[src/panel_ctrl_consts.svh]
// ~~~~~~~~~~~~~~~~~~~~~~~~~~~~~~~~~~~~~~~~
// panel geometry and brightness depth
// ~~~~~~~~~~~~~~~~~~~~~~~~~~~~~~~~~~~~~~~~
`ifndef PANEL_CTRL_CONSTS_SVH
`define PANEL_CTRL_CONSTS_SVH

// framebuffer address fields
`define PANEL_ROW_BITS 4
`define PANEL_COL_BITS 5
`define PANEL_PIXEL_BITS 1

// every address of the panel, swept by blank and fill
`define PANEL_ADDR_COUNT 1024

// brightness bits, msb is brightness one
`define BRIGHTNESS_LEVELS 8

`endif

[src/panel_pkg.sv]
// ~~~~~~~~~~~~~~~~~~~~~~~~~~~~~~~~~~~~~~~~
// panel data types
// ~~~~~~~~~~~~~~~~~~~~~~~~~~~~~~~~~~~~~~~~
`include "panel_ctrl_consts.svh"

package panel_pkg;

    // counts up as one flat number
    typedef struct packed {
        logic [`PANEL_ROW_BITS-1:0]   row;
        logic [`PANEL_COL_BITS-1:0]   col;
        logic [`PANEL_PIXEL_BITS-1:0] pixel;
    } fb_addr_t;

    typedef logic [7:0] pixel_data_t;
    typedef logic [`BRIGHTNESS_LEVELS-1:0] brightness_t;
    typedef logic [7:0] cmd_byte_t;

endpackage

[src/cmd_pkg.sv]
// ~~~~~~~~~~~~~~~~~~~~~~~~~~~~~~~~~~~~~~~~
// command opcodes and sequencer states
// ~~~~~~~~~~~~~~~~~~~~~~~~~~~~~~~~~~~~~~~~
package cmd_pkg;

    typedef enum logic [7:0] {
        RED_ENABLE       = 8'h10,
        RED_DISABLE      = 8'h11,
        GREEN_ENABLE     = 8'h12,
        GREEN_DISABLE    = 8'h13,
        BLUE_ENABLE      = 8'h14,
        BLUE_DISABLE     = 8'h15,
        BRIGHTNESS_ZERO  = 8'h20,
        BRIGHTNESS_ONE   = 8'h21,
        BRIGHTNESS_TWO   = 8'h22,
        BRIGHTNESS_THREE = 8'h23,
        BRIGHTNESS_FOUR  = 8'h24,
        BRIGHTNESS_FIVE  = 8'h25,
        BRIGHTNESS_SIX   = 8'h26,
        BRIGHTNESS_SEVEN = 8'h27,
        BRIGHTNESS_EIGHT = 8'h28,
        BRIGHTNESS_NINE  = 8'h29,
        READBRIGHTNESS   = 8'h30,
        BLANKPANEL       = 8'h40,
        FILLPANEL        = 8'h41
    } opcode_t;

    // waiting for an argument byte, or sweeping the framebuffer
    typedef enum logic [1:0] {
        IDLE,
        BRIGHTNESS_ARG,
        FILL_ARG,
        SWEEP
    } seq_state_t;

endpackage

[src/cmd_sequencer.sv]
// ~~~~~~~~~~~~~~~~~~~~~~~~~~~~~~~~~~~~~~~~
// command sequencer FSM, byte acceptance,
// start strobes, busy and ready_for_data
// ~~~~~~~~~~~~~~~~~~~~~~~~~~~~~~~~~~~~~~~~
module cmd_sequencer (
    input  logic                 clk_in,
    input  logic                 reset,
    input  panel_pkg::cmd_byte_t data_rx,
    input  logic                 data_ready_n,
    input  logic                 sweep_done,
    output logic                 opcode_strobe,
    output logic                 brightness_strobe,
    output logic                 blank_start,
    output logic                 fill_start,
    output logic                 busy,
    output logic                 ready_for_data
);

    cmd_pkg::seq_state_t state;
    cmd_pkg::opcode_t opcode;
    logic accept;

    assign opcode = cmd_pkg::opcode_t'(data_rx);

    // bytes are only refused while the sweep runs
    assign ready_for_data = (state != cmd_pkg::SWEEP);
    assign busy = (state != cmd_pkg::IDLE);
    assign accept = ~data_ready_n && ready_for_data;

    assign opcode_strobe = accept && (state == cmd_pkg::IDLE);
    assign blank_start = opcode_strobe && (opcode == cmd_pkg::BLANKPANEL);
    assign brightness_strobe = accept && (state == cmd_pkg::BRIGHTNESS_ARG);
    // argument byte is the fill colour
    assign fill_start = accept && (state == cmd_pkg::FILL_ARG);

    always_ff @(posedge clk_in) begin
        if (reset) begin
            state <= cmd_pkg::IDLE;
        end else begin
            case (state)
                cmd_pkg::IDLE: begin
                    if (opcode_strobe) begin
                        // settings and unknown opcodes stay in idle
                        case (opcode)
                            cmd_pkg::READBRIGHTNESS: begin
                                state <= cmd_pkg::BRIGHTNESS_ARG;
                            end
                            cmd_pkg::BLANKPANEL: begin
                                state <= cmd_pkg::SWEEP;
                            end
                            cmd_pkg::FILLPANEL: begin
                                state <= cmd_pkg::FILL_ARG;
                            end
                            default: begin
                                state <= cmd_pkg::IDLE;
                            end
                        endcase
                    end
                end
                cmd_pkg::BRIGHTNESS_ARG: begin
                    if (brightness_strobe) begin
                        state <= cmd_pkg::IDLE;
                    end
                end
                cmd_pkg::FILL_ARG: begin
                    if (fill_start) begin
                        state <= cmd_pkg::SWEEP;
                    end
                end
                cmd_pkg::SWEEP: begin
                    // leave on the edge that ends the last write
                    if (sweep_done) begin
                        state <= cmd_pkg::IDLE;
                    end
                end
                default: begin
                    state <= cmd_pkg::IDLE;
                end
            endcase
        end
    end

endmodule

[src/settings_regs.sv]
// ~~~~~~~~~~~~~~~~~~~~~~~~~~~~~~~~~~~~~~~~
// colour enable and brightness registers
// ~~~~~~~~~~~~~~~~~~~~~~~~~~~~~~~~~~~~~~~~
`include "panel_ctrl_consts.svh"

module settings_regs (
    input  logic                   clk_in,
    input  logic                   reset,
    input  panel_pkg::cmd_byte_t   data_rx,
    input  logic                   opcode_strobe,
    input  logic                   brightness_strobe,
    output logic [2:0]             rgb_enable,
    output panel_pkg::brightness_t brightness_level
);

    panel_pkg::brightness_t toggle_mask;
    logic [3:0] level_sel;

    // brightness one..eight map to 1..8 in the low nibble
    assign level_sel = data_rx[3:0];
    // level one is the msb
    assign toggle_mask = panel_pkg::brightness_t'(1) << (`BRIGHTNESS_LEVELS - level_sel);

    always_ff @(posedge clk_in) begin
        if (reset) begin
            rgb_enable <= 3'b111;
            brightness_level <= '1;
        end else if (brightness_strobe) begin
            brightness_level <= data_rx;
        end else if (opcode_strobe) begin
            case (cmd_pkg::opcode_t'(data_rx))
                cmd_pkg::RED_ENABLE:    rgb_enable[0] <= 1'b1;
                cmd_pkg::RED_DISABLE:   rgb_enable[0] <= 1'b0;
                cmd_pkg::GREEN_ENABLE:  rgb_enable[1] <= 1'b1;
                cmd_pkg::GREEN_DISABLE: rgb_enable[1] <= 1'b0;
                cmd_pkg::BLUE_ENABLE:   rgb_enable[2] <= 1'b1;
                cmd_pkg::BLUE_DISABLE:  rgb_enable[2] <= 1'b0;
                cmd_pkg::BRIGHTNESS_ONE, cmd_pkg::BRIGHTNESS_TWO,
                cmd_pkg::BRIGHTNESS_THREE, cmd_pkg::BRIGHTNESS_FOUR,
                cmd_pkg::BRIGHTNESS_FIVE, cmd_pkg::BRIGHTNESS_SIX,
                cmd_pkg::BRIGHTNESS_SEVEN, cmd_pkg::BRIGHTNESS_EIGHT: begin
                    brightness_level <= brightness_level ^ toggle_mask;
                end
                cmd_pkg::BRIGHTNESS_ZERO: brightness_level <= '0;
                cmd_pkg::BRIGHTNESS_NINE: brightness_level <= '1;
                // sequencer opcodes and unknown bytes
                default: ;
            endcase
        end
    end

endmodule

[src/panel_fill.sv]
// ~~~~~~~~~~~~~~~~~~~~~~~~~~~~~~~~~~~~~~~~
// framebuffer sweep for blank and fill
// ~~~~~~~~~~~~~~~~~~~~~~~~~~~~~~~~~~~~~~~~
`include "panel_ctrl_consts.svh"

module panel_fill (
    input  logic                   clk_in,
    input  logic                   reset,
    input  panel_pkg::cmd_byte_t   data_rx,
    input  logic                   blank_start,
    input  logic                   fill_start,
    output panel_pkg::fb_addr_t    ram_address,
    output panel_pkg::pixel_data_t ram_data,
    output logic                   ram_write_enable,
    output logic                   sweep_done
);

    localparam int ADDR_BITS = $bits(panel_pkg::fb_addr_t);
    localparam logic [ADDR_BITS-1:0] LAST_ADDR = ADDR_BITS'(`PANEL_ADDR_COUNT - 1);

    logic [ADDR_BITS-1:0] addr_count;
    logic active;

    assign ram_address = panel_pkg::fb_addr_t'(addr_count);
    assign ram_write_enable = active;
    assign sweep_done = active && (addr_count == LAST_ADDR);

    always_ff @(posedge clk_in) begin
        if (reset) begin
            active <= 1'b0;
            addr_count <= '0;
        end else if (blank_start || fill_start) begin
            active <= 1'b1;
            addr_count <= '0;
        end else if (active) begin
            // one address per cycle, stop after the last
            active <= ~sweep_done;
            addr_count <= addr_count + 1'b1;
        end
    end

    // colour held for the whole sweep
    always_ff @(posedge clk_in) begin
        if (blank_start) begin
            ram_data <= '0;
        end else if (fill_start) begin
            ram_data <= data_rx;
        end
    end

endmodule

[src/panel_ctrl_top.sv]
// ~~~~~~~~~~~~~~~~~~~~~~~~~~~~~~~~~~~~~~~~
// LED panel command front end, top level
// ~~~~~~~~~~~~~~~~~~~~~~~~~~~~~~~~~~~~~~~~
module panel_ctrl_top (
    input  logic                   clk_in,
    input  logic                   reset,
    input  panel_pkg::cmd_byte_t   data_rx,
    input  logic                   data_ready_n,
    output logic [2:0]             rgb_enable,
    output panel_pkg::brightness_t brightness_level,
    output panel_pkg::fb_addr_t    ram_address,
    output panel_pkg::pixel_data_t ram_data,
    output logic                   ram_write_enable,
    output logic                   busy,
    output logic                   ready_for_data
);

    logic opcode_strobe;
    logic brightness_strobe;
    logic blank_start;
    logic fill_start;
    logic sweep_done;

    cmd_sequencer sequencer_i (
        .clk_in            (clk_in),
        .reset             (reset),
        .data_rx           (data_rx),
        .data_ready_n      (data_ready_n),
        .sweep_done        (sweep_done),
        .opcode_strobe     (opcode_strobe),
        .brightness_strobe (brightness_strobe),
        .blank_start       (blank_start),
        .fill_start        (fill_start),
        .busy              (busy),
        .ready_for_data    (ready_for_data)
    );

    settings_regs settings_i (
        .clk_in            (clk_in),
        .reset             (reset),
        .data_rx           (data_rx),
        .opcode_strobe     (opcode_strobe),
        .brightness_strobe (brightness_strobe),
        .rgb_enable        (rgb_enable),
        .brightness_level  (brightness_level)
    );

    // sweep engine runs beside the settings registers
    panel_fill fill_i (
        .clk_in           (clk_in),
        .reset            (reset),
        .data_rx          (data_rx),
        .blank_start      (blank_start),
        .fill_start       (fill_start),
        .ram_address      (ram_address),
        .ram_data         (ram_data),
        .ram_write_enable (ram_write_enable),
        .sweep_done       (sweep_done)
    );

endmodule

[config.mk]
export PLATFORM = sky130hd
export DESIGN_NAME = panel_ctrl_top
export DESIGN_NICKNAME = d
export VERILOG_FILES = /design/src/panel_pkg.sv /design/src/cmd_pkg.sv /design/src/cmd_sequencer.sv /design/src/settings_regs.sv /design/src/panel_fill.sv /design/src/panel_ctrl_top.sv
export VERILOG_INCLUDE_DIRS = /design/src
export SDC_FILE = /design/constraint.sdc
export NUM_CORES = 1
export LEC_CHECK = 0
export ABC_AREA = 1
export BUFFER_PORTS_ARGS = -buffer_cell sky130_fd_sc_hd__buf_2
export CORE_AREA = 4 4 93 77
export CTS_CLUSTER_SIZE = 12
export DETAILED_ROUTE_END_ITERATION = 10
export DIE_AREA = 0 0 97 81
export PLACE_DENSITY_LB_ADDON = 0.15
export RECOVER_POWER = 25
export REMOVE_ABC_BUFFERS = 1
export SYNTH_ARGS = -nofsm -noshare
export SYNTH_HDL_FRONTEND = slang
export SYNTH_SLANG_ARGS = --single-unit
[constraint.sdc]
create_clock -name clk_in -period 1.52 [get_ports clk_in]
set_input_delay 0.076 -clock clk_in [delete_from_list [all_inputs] [get_ports clk_in]]
set_output_delay 0.076 -clock clk_in [all_outputs]
set_load 0.02 [all_outputs]
Word level (Yosys, flattened, before mapping)
Cells that the tools add are included.
- add/sub/neg operators: 2
- multipliers: 0
- div/mod/pow operators: 0
- $lt $le $gt $ge: 0
- equal/unequal tests: 28
- shift operators: 1
- mux-type cells: 14
- bitwise logic cells: 4
- reduce and logical (&&, ||, !) cells: 21
- operators with widths (cell ; count):
    $eq 8x6->1 const B ; 11
    $eq 8x5->1 const B ; 6
    $shl 1x32->8 const A ; 1
    $pmux 8 s3 ; 1
    $eq 8x7->1 const B ; 2
    $mux 8 ; 2
    $add 10x1->10 const B ; 1
    $eq 10x10->1 const B ; 1
    $reduce_bool 2->1 ; 5
    $reduce_and 3->1 ; 3
    $mux 2 ; 4
    $pmux 2 s4 ; 1
    $reduce_or 8->1 ; 1
    $xor 8x8->8 ; 1
    $logic_and 1x1->1 ; 6
    $ne 2x1->1 const B ; 3
    $pmux 1 s2 ; 3
    $pmux 2 s3 ; 1
    $sub 4x4->5 const A ; 1
    $eq 2x2->1 const B ; 2
    $ne 2x2->1 const B ; 2
    $reduce_and 4->1 ; 1
    $reduce_bool 4->1 ; 1
    $not 1->1 ; 3
    6 further kinds ; 7
- register bits after elaboration: 32
- latch bits: 0
- memory bits (writable): 0
- bits in read-only memories: 0
- input port bits: 11
- output and inout bits: 32
- word-level logic and storage cells: 78
- memories: 0

Longest topological paths before layout
Gate-level depths: netlist of the first run.
- depth after elaboration: 6
- mapped depth: 12
- depth with buffers taken out: 12

Cells and area by module
A second synthesis of the first run with hierarchy kept.
- cells, all modules: 335
- area, all modules: 2113.3 sq um
- modules (own cells, without submodules) (module ; times used ; cells each ; area an instance (sq um) ; sequential area each (sq um)):
    settings_regs ; 1 ; 173 ; 1034.7 ; 220.2
    panel_fill ; 1 ; 114 ; 828.3 ; 380.4
    cmd_sequencer ; 1 ; 48 ; 250.2 ; 40.0

Worst setup path after synthesis of the first run
OpenSTA, ideal clock, no wires.
- path type: register -> register
- from: register fill_i.addr_count[0] (netlist: fill_i.ram_address[0])
- to: register fill_i.addr_count[8] (netlist: fill_i.ram_address[8])
- setup time: 0.119 ns
- arrival: 1.362 ns
- required time: 1.401 ns
- path slack: 0.038 ns
- stages on the path, launching flop included: 7
- buffers on the path: 0
- clock period less this slack: 1.482 ns
- path through: dfxtp_1 -> ha_1 -> nand2_1 -> nor3_1 -> nand3_1 -> xor2_1 -> nor2_1
- cells in the longest elaborated chain, start to end: 1
- RTL lines (element ; line ; RTL):
    start, declared ; panel_fill.sv:21 ; logic [ADDR_BITS-1:0] addr_count;
    start signal, assigned ; panel_fill.sv:38 ; addr_count <= addr_count + 1'b1;
    $add 10x1->10 ; panel_fill.sv:38 ;
No other way between the ends.
A chain may end at the register's enable or synchronous reset.

Final worst setup path of the first run
- from: register sequencer_i.state[1]
- to: register settings_i.rgb_enable[1]
- cells in the longest elaborated chain, start to end: 5
- elaborated cells between the ends (all ways): 8
- those cells by class: eq/ne: 2; bitwise: 1; reduce/logical: 5
- RTL lines (element ; line ; RTL):
    start, declared ; cmd_sequencer.sv:19 ; cmd_pkg::seq_state_t state;
    start signal, assigned ; cmd_sequencer.sv:38 ; state <= cmd_pkg::IDLE;
    start signal, assigned ; cmd_sequencer.sv:46 ; state <= cmd_pkg::BRIGHTNESS_ARG;
    start signal, assigned ; cmd_sequencer.sv:49 ; state <= cmd_pkg::SWEEP;
    $ne 2x2->1 ; cmd_sequencer.sv:26 ; assign ready_for_data = (state != cmd_pkg::SWEEP);
    $logic_and 1x1->1 ; cmd_sequencer.sv:28 ; assign accept = ~data_ready_n && ready_for_data;
    $logic_and 1x1->1 ; cmd_sequencer.sv:32 ; assign brightness_strobe = accept && (state == cmd_pkg::BRIGHTNESS_ARG);
    $not 1->1 (no source line) ; - ;
    $reduce_and 3->1 (no source line) * ; - ;
    end signal, assigned ; settings_regs.sv:26 ; rgb_enable <= 3'b111;
    end signal, assigned ; settings_regs.sv:34 ; cmd_pkg::GREEN_ENABLE: rgb_enable[1] <= 1'b1;
    end signal, assigned ; settings_regs.sv:35 ; cmd_pkg::GREEN_DISABLE: rgb_enable[1] <= 1'b0;
    end, declared ; settings_regs.sv:12 ; output logic [2:0] rgb_enable,
Mark *: on every way between the ends. The rest lies on a longest branch, timed or not.

==> results of run 1 <==
[worst reg2reg max path: stages (launching register included)]
cell and delay [ns]:
dfxtp_1 0.36, nor2_1 0.18, inv_2 0.06, nor2_2 0.19
nand4_4 0.15, o31ai_1 0.23, nand2_1 0.08
[power by group]
| part | leakage (nW) | switching (mW) | total [mW] | internal [mW] |
|---|---|---|---|---|
| Sequential | 0.259 | 0.0174 | 0.877 | 0.859 |
| Clock | 0.0445 | 0.330 | 0.698 | 0.368 |
| Combinational | 0.965 | 0.191 | 0.295 | 0.104 |
| Total | 1.27 | 0.539 | 1.87 | 1.33 |
[per-stage QoR]
step,hold slack [ns],area [um2],std cells
floorplan,0.278,2020,310
global placement,0.454,2460,451
detailed placement,0.458,2460,451
CTS,0.163,2550,459
global route,0.188,2560,459
finish,0.156,2560,459
[final timing paths]
| check | to | slack (ns) | cells past startpoint |
|---|---|---|---|
| worst max-delay path | settings_i.rgb_enable[1] | 0.15 | 6 |
| worst min-delay path | settings_i.rgb_enable[0] | 0.16 | 3 |
| worst max register to register | settings_i.rgb_enable[1] | 0.15 | 6 |
| worst min register to register | settings_i.rgb_enable[0] | 0.50 | 2 |
[cell usage in the layout (no fill, tap or decap), drive strengths merged]
cell / count
dfxtp: 32
o31ai: 2
xor2: 5
nor2: 46
nand2: 88
clkbuf: 22
nor3: 5
o21bai: 7
nand3: 39
and2: 1
o22ai: 2
inv: 46
or2: 1
buf: 42
nand3b: 1
a21oi: 10
nor3b: 2
xnor2: 1
o21ai: 9
nand4: 6
ha: 6
mux2: 1
clkinvlp: 1
[logic make-up (layout without fill, tap and decap cells)]
| kind of cell | Yosys count | count (layout) |
|---|---|---|
| buffers and inverters | 53 | 111 |
| flip-flops | 32 | 32 |
| AND/OR/NAND/NOR | 189 | 189 |
| multiplexers | 1 | 1 |
| adder cells (fa/ha/maj) | 6 | 6 |
| XOR/XNOR | 6 | 6 |
| AO/OA/AOI/OAI | 30 | 30 |
[cell type report]
cell class	count	area [um2]
clock buffer	7	86.3
clock inverter	1	7.51
fill	712	3720
inverter	46	175
multi-input combinational	232	1230
sequential	32	641
tap	84	105
timing repair buffer	57	317
[cells in the mapped netlist (all sizes together) (2+ instances only)]
master / number
ha: 6
nand2: 88
o31ai: 2
nor3: 5
nand3: 39
nor3b: 2
nand4: 6
buf: 6
inv: 46
nor2: 46
o21ai: 9
o21bai: 7
o22ai: 2
a21oi: 10
xor2: 5
dfxtp: 32
[sequential cells by signal, indices dropped and copies added, names as in the netlist]
| name | count |
|---|---|
| fill_i.ram_address | 10 |
| fill_i.ram_data | 8 |
| settings_i.brightness_level | 8 |
| settings_i.rgb_enable | 3 |
| sequencer_i.state | 2 |
| fill_i.ram_write_enable | 1 |
[routing by layer]
| layer | global-route usage | part of all wire | wire (um) |
|---|---|---|---|
| met5 | 0 | 0 | 0 |
| met4 | 0.0379 | 0.015 | 81 |
| met3 | 0.0318 | 0.035 | 186 |
| met2 | 0.241 | 0.45 | 2370 |
| met1 | 0.195 | 0.50 | 2640 |
==> out/results.ini, run 1 <==
[logic_synthesis]
ys_ff_latch = 32
synth_top_family_by_area = simple AND/OR/NAND/NOR gates
synthAdderAreaFrac = 0.0363
netlist.area_leader.share = 0.310
syn_area_mm2 = 0.00207
avgSynthCellArea_um2 = 6.52
seq_area_frac_synth = 0.310
synth_compound_area_frac = 0.0938
yosys.area_share.simple = 0.423
synth.largest_area_cell = dfxtp_1
synth_edf_count = 0
synth_warnings = 0
synth_xor_area_frac = 0.0254
synth_mux_area_frac = 0.00545
synthCells = 317
synth_cell_types = 34
synthArstFlopShare = 0
synth.top_cells.by_area = dfxtp_1 31%, nand2_1 15%, nand3_1 8.2%
synth_flop_cell = dfxtp_1

[sta]
setup_viol = 0
clock_skew_ns = 0.00344
fin_ws_ns = 0.150
final.period_utilization = 0.902
relSlewSlack = 0.758
max_freq_ghz = 0.730
hold_violations = 0
finalSetupTns_ns = 0
worstMarginPinSlew_ns = 0.363
rsz0062_at_grt = false
period_minus_slack_ns = 1.37
slew_violations = 0

[clock_network]
tritoncts = done
clk_latency_ns = 0.28
cts_repair_resize_count = 0
h-tree-depth = 2
clkTransAtPathRegs_ns = 0.07
cts_hold_buf = 0
cts_setup_buffers = 0
cts_buffer_depth = 2
cts_num_sinks = 32
cts_buffers = 5
cts_root_buf = clkbuf_8

[place]
dp_worst_setup_slack_ns = 0.0330
gp_congestion = 0.790
hpwlAfterDp_um = 4120
io_buffers = 42

[min_path]
worstHoldStart = reset
hold_class = in -> reg

[cells_and_area]
drive_gt1_frac = 0.216
antenna_cells = 0
nets = 391
utilization = 0.408
syn_to_final_growth_pct = 24.0

[worst_setup_path]
cpMaxStageDelayCell = dfxtp_1
cp_top_family = simple AND/OR/NAND/NOR gates
cp_cell_sequence = nor2_1 > inv_2 > nor2_2 > nand4_4 > o31ai_1 > nand2_1
critPathKind = reg -> reg
rr_startpoint = sequencer_i.state[1]
cp-end-kind = flop
critPathRequiredTime_ns = 1.68
slowest_delay_ns = 0.36
path_max_fanout = 7
worst-path-buf-inv = 1
cp.arrival_ns = 1.53
worstSetupStartpointType = flop
crit_start = sequencer_i.state[1]

[floorplanning]
rows = 26
die_y_um = 81
die_w_um = 97
die-area_mm2 = 0.00786
start_util = 0.329
core-area_mm2 = 0.00628
io_pins = 43

[grt]
grt_max_degree = 22
grt_pass1_vias = 2015
track_usage = 0.146
grt_pass1_wl_um = 9450
grt.overflow.total = 0
antenna_found_initial = 0

[job]
maxCapViolations = 0

[pwr]
p_per_area_mw_per_mm2 = 730
leakage_nw = 1.27
ir_worst_vdd_v = 0.000274
power_mw = 1.87

[detailed_routing]
vias = 2122
drtIter0Drc = 109
totalWireLength_um = 5270
drc = 0
routed_via_density = 4.62
ant_nets = 0
first_pass_iters = 5
wl_per_cell_um = 11.5

[outcome]
status = completed

Note: power is estimated with default switching activity, not from simulation.
==> inputs of run 2 (changes only) <==
Settings changed: CELL_PAD_IN_SITES_DETAIL_PLACEMENT set to 1, CELL_PAD_IN_SITES_GLOBAL_PLACEMENT set to 2, CORE_AREA 4 4 93 77 to 4 4 100 83, DIE_AREA 0 0 97 81 to 0 0 104 87.
==> out/results.ini, run 2 (same netlist as run 1, synthesis figures left out) <==
[sta]
rsz0062_at_grt = false
clock_skew_ns = 0.00651  ; +0.00307 ns
slew_violations = 0  ; unchanged
period_minus_slack_ns = 1.33  ; -0.0402 ns
setup_viol = 0  ; unchanged
final.period_utilization = 0.875  ; -0.0264
hold_violations = 0  ; unchanged
worstMarginPinSlew_ns = 0.331  ; -0.0318 ns
holdWs_ns = 0.169  ; +0.0136 ns
relSlewSlack = 0.779  ; +0.0212
max_freq_ghz = 0.752  ; +3.0%

[worst_setup_path]
path_max_fanout = 3  ; -4
worstSetupStartpointType = flop
cp-end-kind = flop
r2r_cells = 6  ; unchanged
critPathKind = reg -> reg
critPathRequiredTime_ns = 1.70  ; +0.02 ns
cp.arrival_ns = 1.51  ; -0.02 ns

[floorplanning]
rows = 28  ; +7.7%
die_y_um = 87  ; +7.4%
io_pins = 43  ; unchanged
die_w_um = 104  ; +7.2%
die-area_mm2 = 0.00905  ; +15%
start_util = 0.284  ; -0.0456
core-area_mm2 = 0.00729  ; +16%

[pwr]
p_per_area_mw_per_mm2 = 797  ; +9.2%
power.switching_uw = 570  ; +5.7%
leakage_nw = 1.32  ; +4.4%
clockPowerShare = 0.436  ; +0.063
p_int_mw = 1.55  ; +16%
pwr-share-seq = 0.414  ; -0.055
pwr-share-comb = 0.150  ; -0.008
power_mw = 2.12  ; +13%
swShare = 0.269  ; -0.0195
ir_worst_vdd_v = 0.000338  ; +23%

[detailed_routing]
totalWireLength_um = 6260  ; +19%
ant_nets = 0  ; unchanged
wl_per_cell_um = 13.2  ; +15%
drtIter0Drc = 65  ; -40%
first_pass_iters = 4  ; -1
routed_via_density = 4.65  ; +0.62%
drc = 0  ; unchanged
vias = 2205  ; +3.9%

[cells_and_area]
nets = 400  ; +2.3%
largest_register_ffs = 10  ; unchanged
final_common_cell = nand2_1
finalInstanceArea_mm2 = 0.00266  ; +3.9%
fillers = 984  ; +38%
antenna_cells = 0  ; unchanged
drive_gt1_frac = 0.237  ; +0.0210
syn_to_final_growth_pct = 28.8
mostFrequentLayoutCells = 83 x nand2_1, 40 x inv_1, 39 x nor2_1
multi_input_area_mm2 = 0.00124  ; +0.41%
ff_latch_area_um2 = 641  ; unchanged

[grt]
grt.overflow.total = 0  ; unchanged
grt_max_degree = 22  ; unchanged
grt_pass1_vias = 2227  ; +11%
grt_pass1_wl_um = 10900  ; +16%
antenna_found_initial = 0  ; unchanged
track_usage = 0.149  ; +0.00301

[place]
io_buffers = 42  ; unchanged
hpwlAfterDp_um = 5070  ; +23%
placed_cell_area_mm2 = 0.00252  ; +2.5%
gp_congestion = 0.812  ; +2.7%

[clock_network]
tritoncts = done
cts_num_sinks = 32  ; unchanged
cts_hold_buf = 0  ; unchanged
cts_setup_buffers = 0  ; unchanged
cts_buffer_depth = 2  ; unchanged
cts_buffers = 5  ; unchanged
cts_root_buf = clkbuf_8
clkTransAtPathRegs_ns = 0.07  ; about the same
clk_latency_ns = 0.29  ; about the same
h-tree-depth = 2  ; unchanged

[outcome]
status = completed

[min_path]
hold_class = in -> reg
hold_path_depth = 3  ; unchanged

[job]
maxCapViolations = 0  ; unchanged

-- run 2: final cells by class --
cell class,count,area share
tap,90,0.0423
timing repair buffer,66,0.139
clock inverter,1,0.0113
inverter,46,0.0658
sequential,32,0.241
clock buffer,7,0.0362
multi-input combinational,232,0.465
-- run 2: what timing repair did --
action,4_1_cts,5_1_grt
gates resized for setup,0,7
setup endpoints to repair,0,5
endpoints found under the hold margin,0,0
-- run 2: path summary, 6_finish.rpt --
check / start / end / slack [ns]
max reg2reg: fill_i.ram_address[0] / fill_i.ram_address[8] / 0.19
min reg2reg: settings_i.rgb_enable[0] / settings_i.rgb_enable[0] / 0.50
max: fill_i.ram_address[0] / fill_i.ram_address[8] / 0.19
min: reset / settings_i.rgb_enable[1] / 0.17
-- run 2: per-layer routing --
| metal | global-route usage | routed length, um |
|---|---|---|
| met5 | 0 | 0 |
| met4 | 0.0399 | 66 |
| met3 | 0.0297 | 220 |
| met2 | 0.239 | 2730 |
| met1 | 0.205 | 3240 |
-- run 2: power groups by stage --
stage               Clock [mW]  Sequential (mW)  Combinational (mW)
floorplan                    0            0.917               0.170
global placement             0            0.897               0.315
detailed placement           0            0.897               0.319
CTS                      0.961            0.877               0.321
global route             0.998            0.881               0.363
finish                   0.925            0.877               0.318
-- run 2: worst max-delay path, stage by stage (launching register included) --
cell     delay (ns)
dfxtp_1        0.34
ha_1           0.20
nand2_1        0.11
nor3_2         0.24
nand3_1        0.13
xor2_1         0.15
nor2_1         0.05
-- run 2: per-stage QoR --
step	std cells	utilization	setup WS (ns)	setup TNS [ns]
after detailed placement	466	0.346	-0.00812	-0.00812
final	474	0.365	0.190	0
after floorplan	310	-	0.0382	0
after global routing	474	0.365	0.0110	0
after global placement	466	0.346	-0.0178	-0.0178
after CTS	474	0.364	0.0690	0
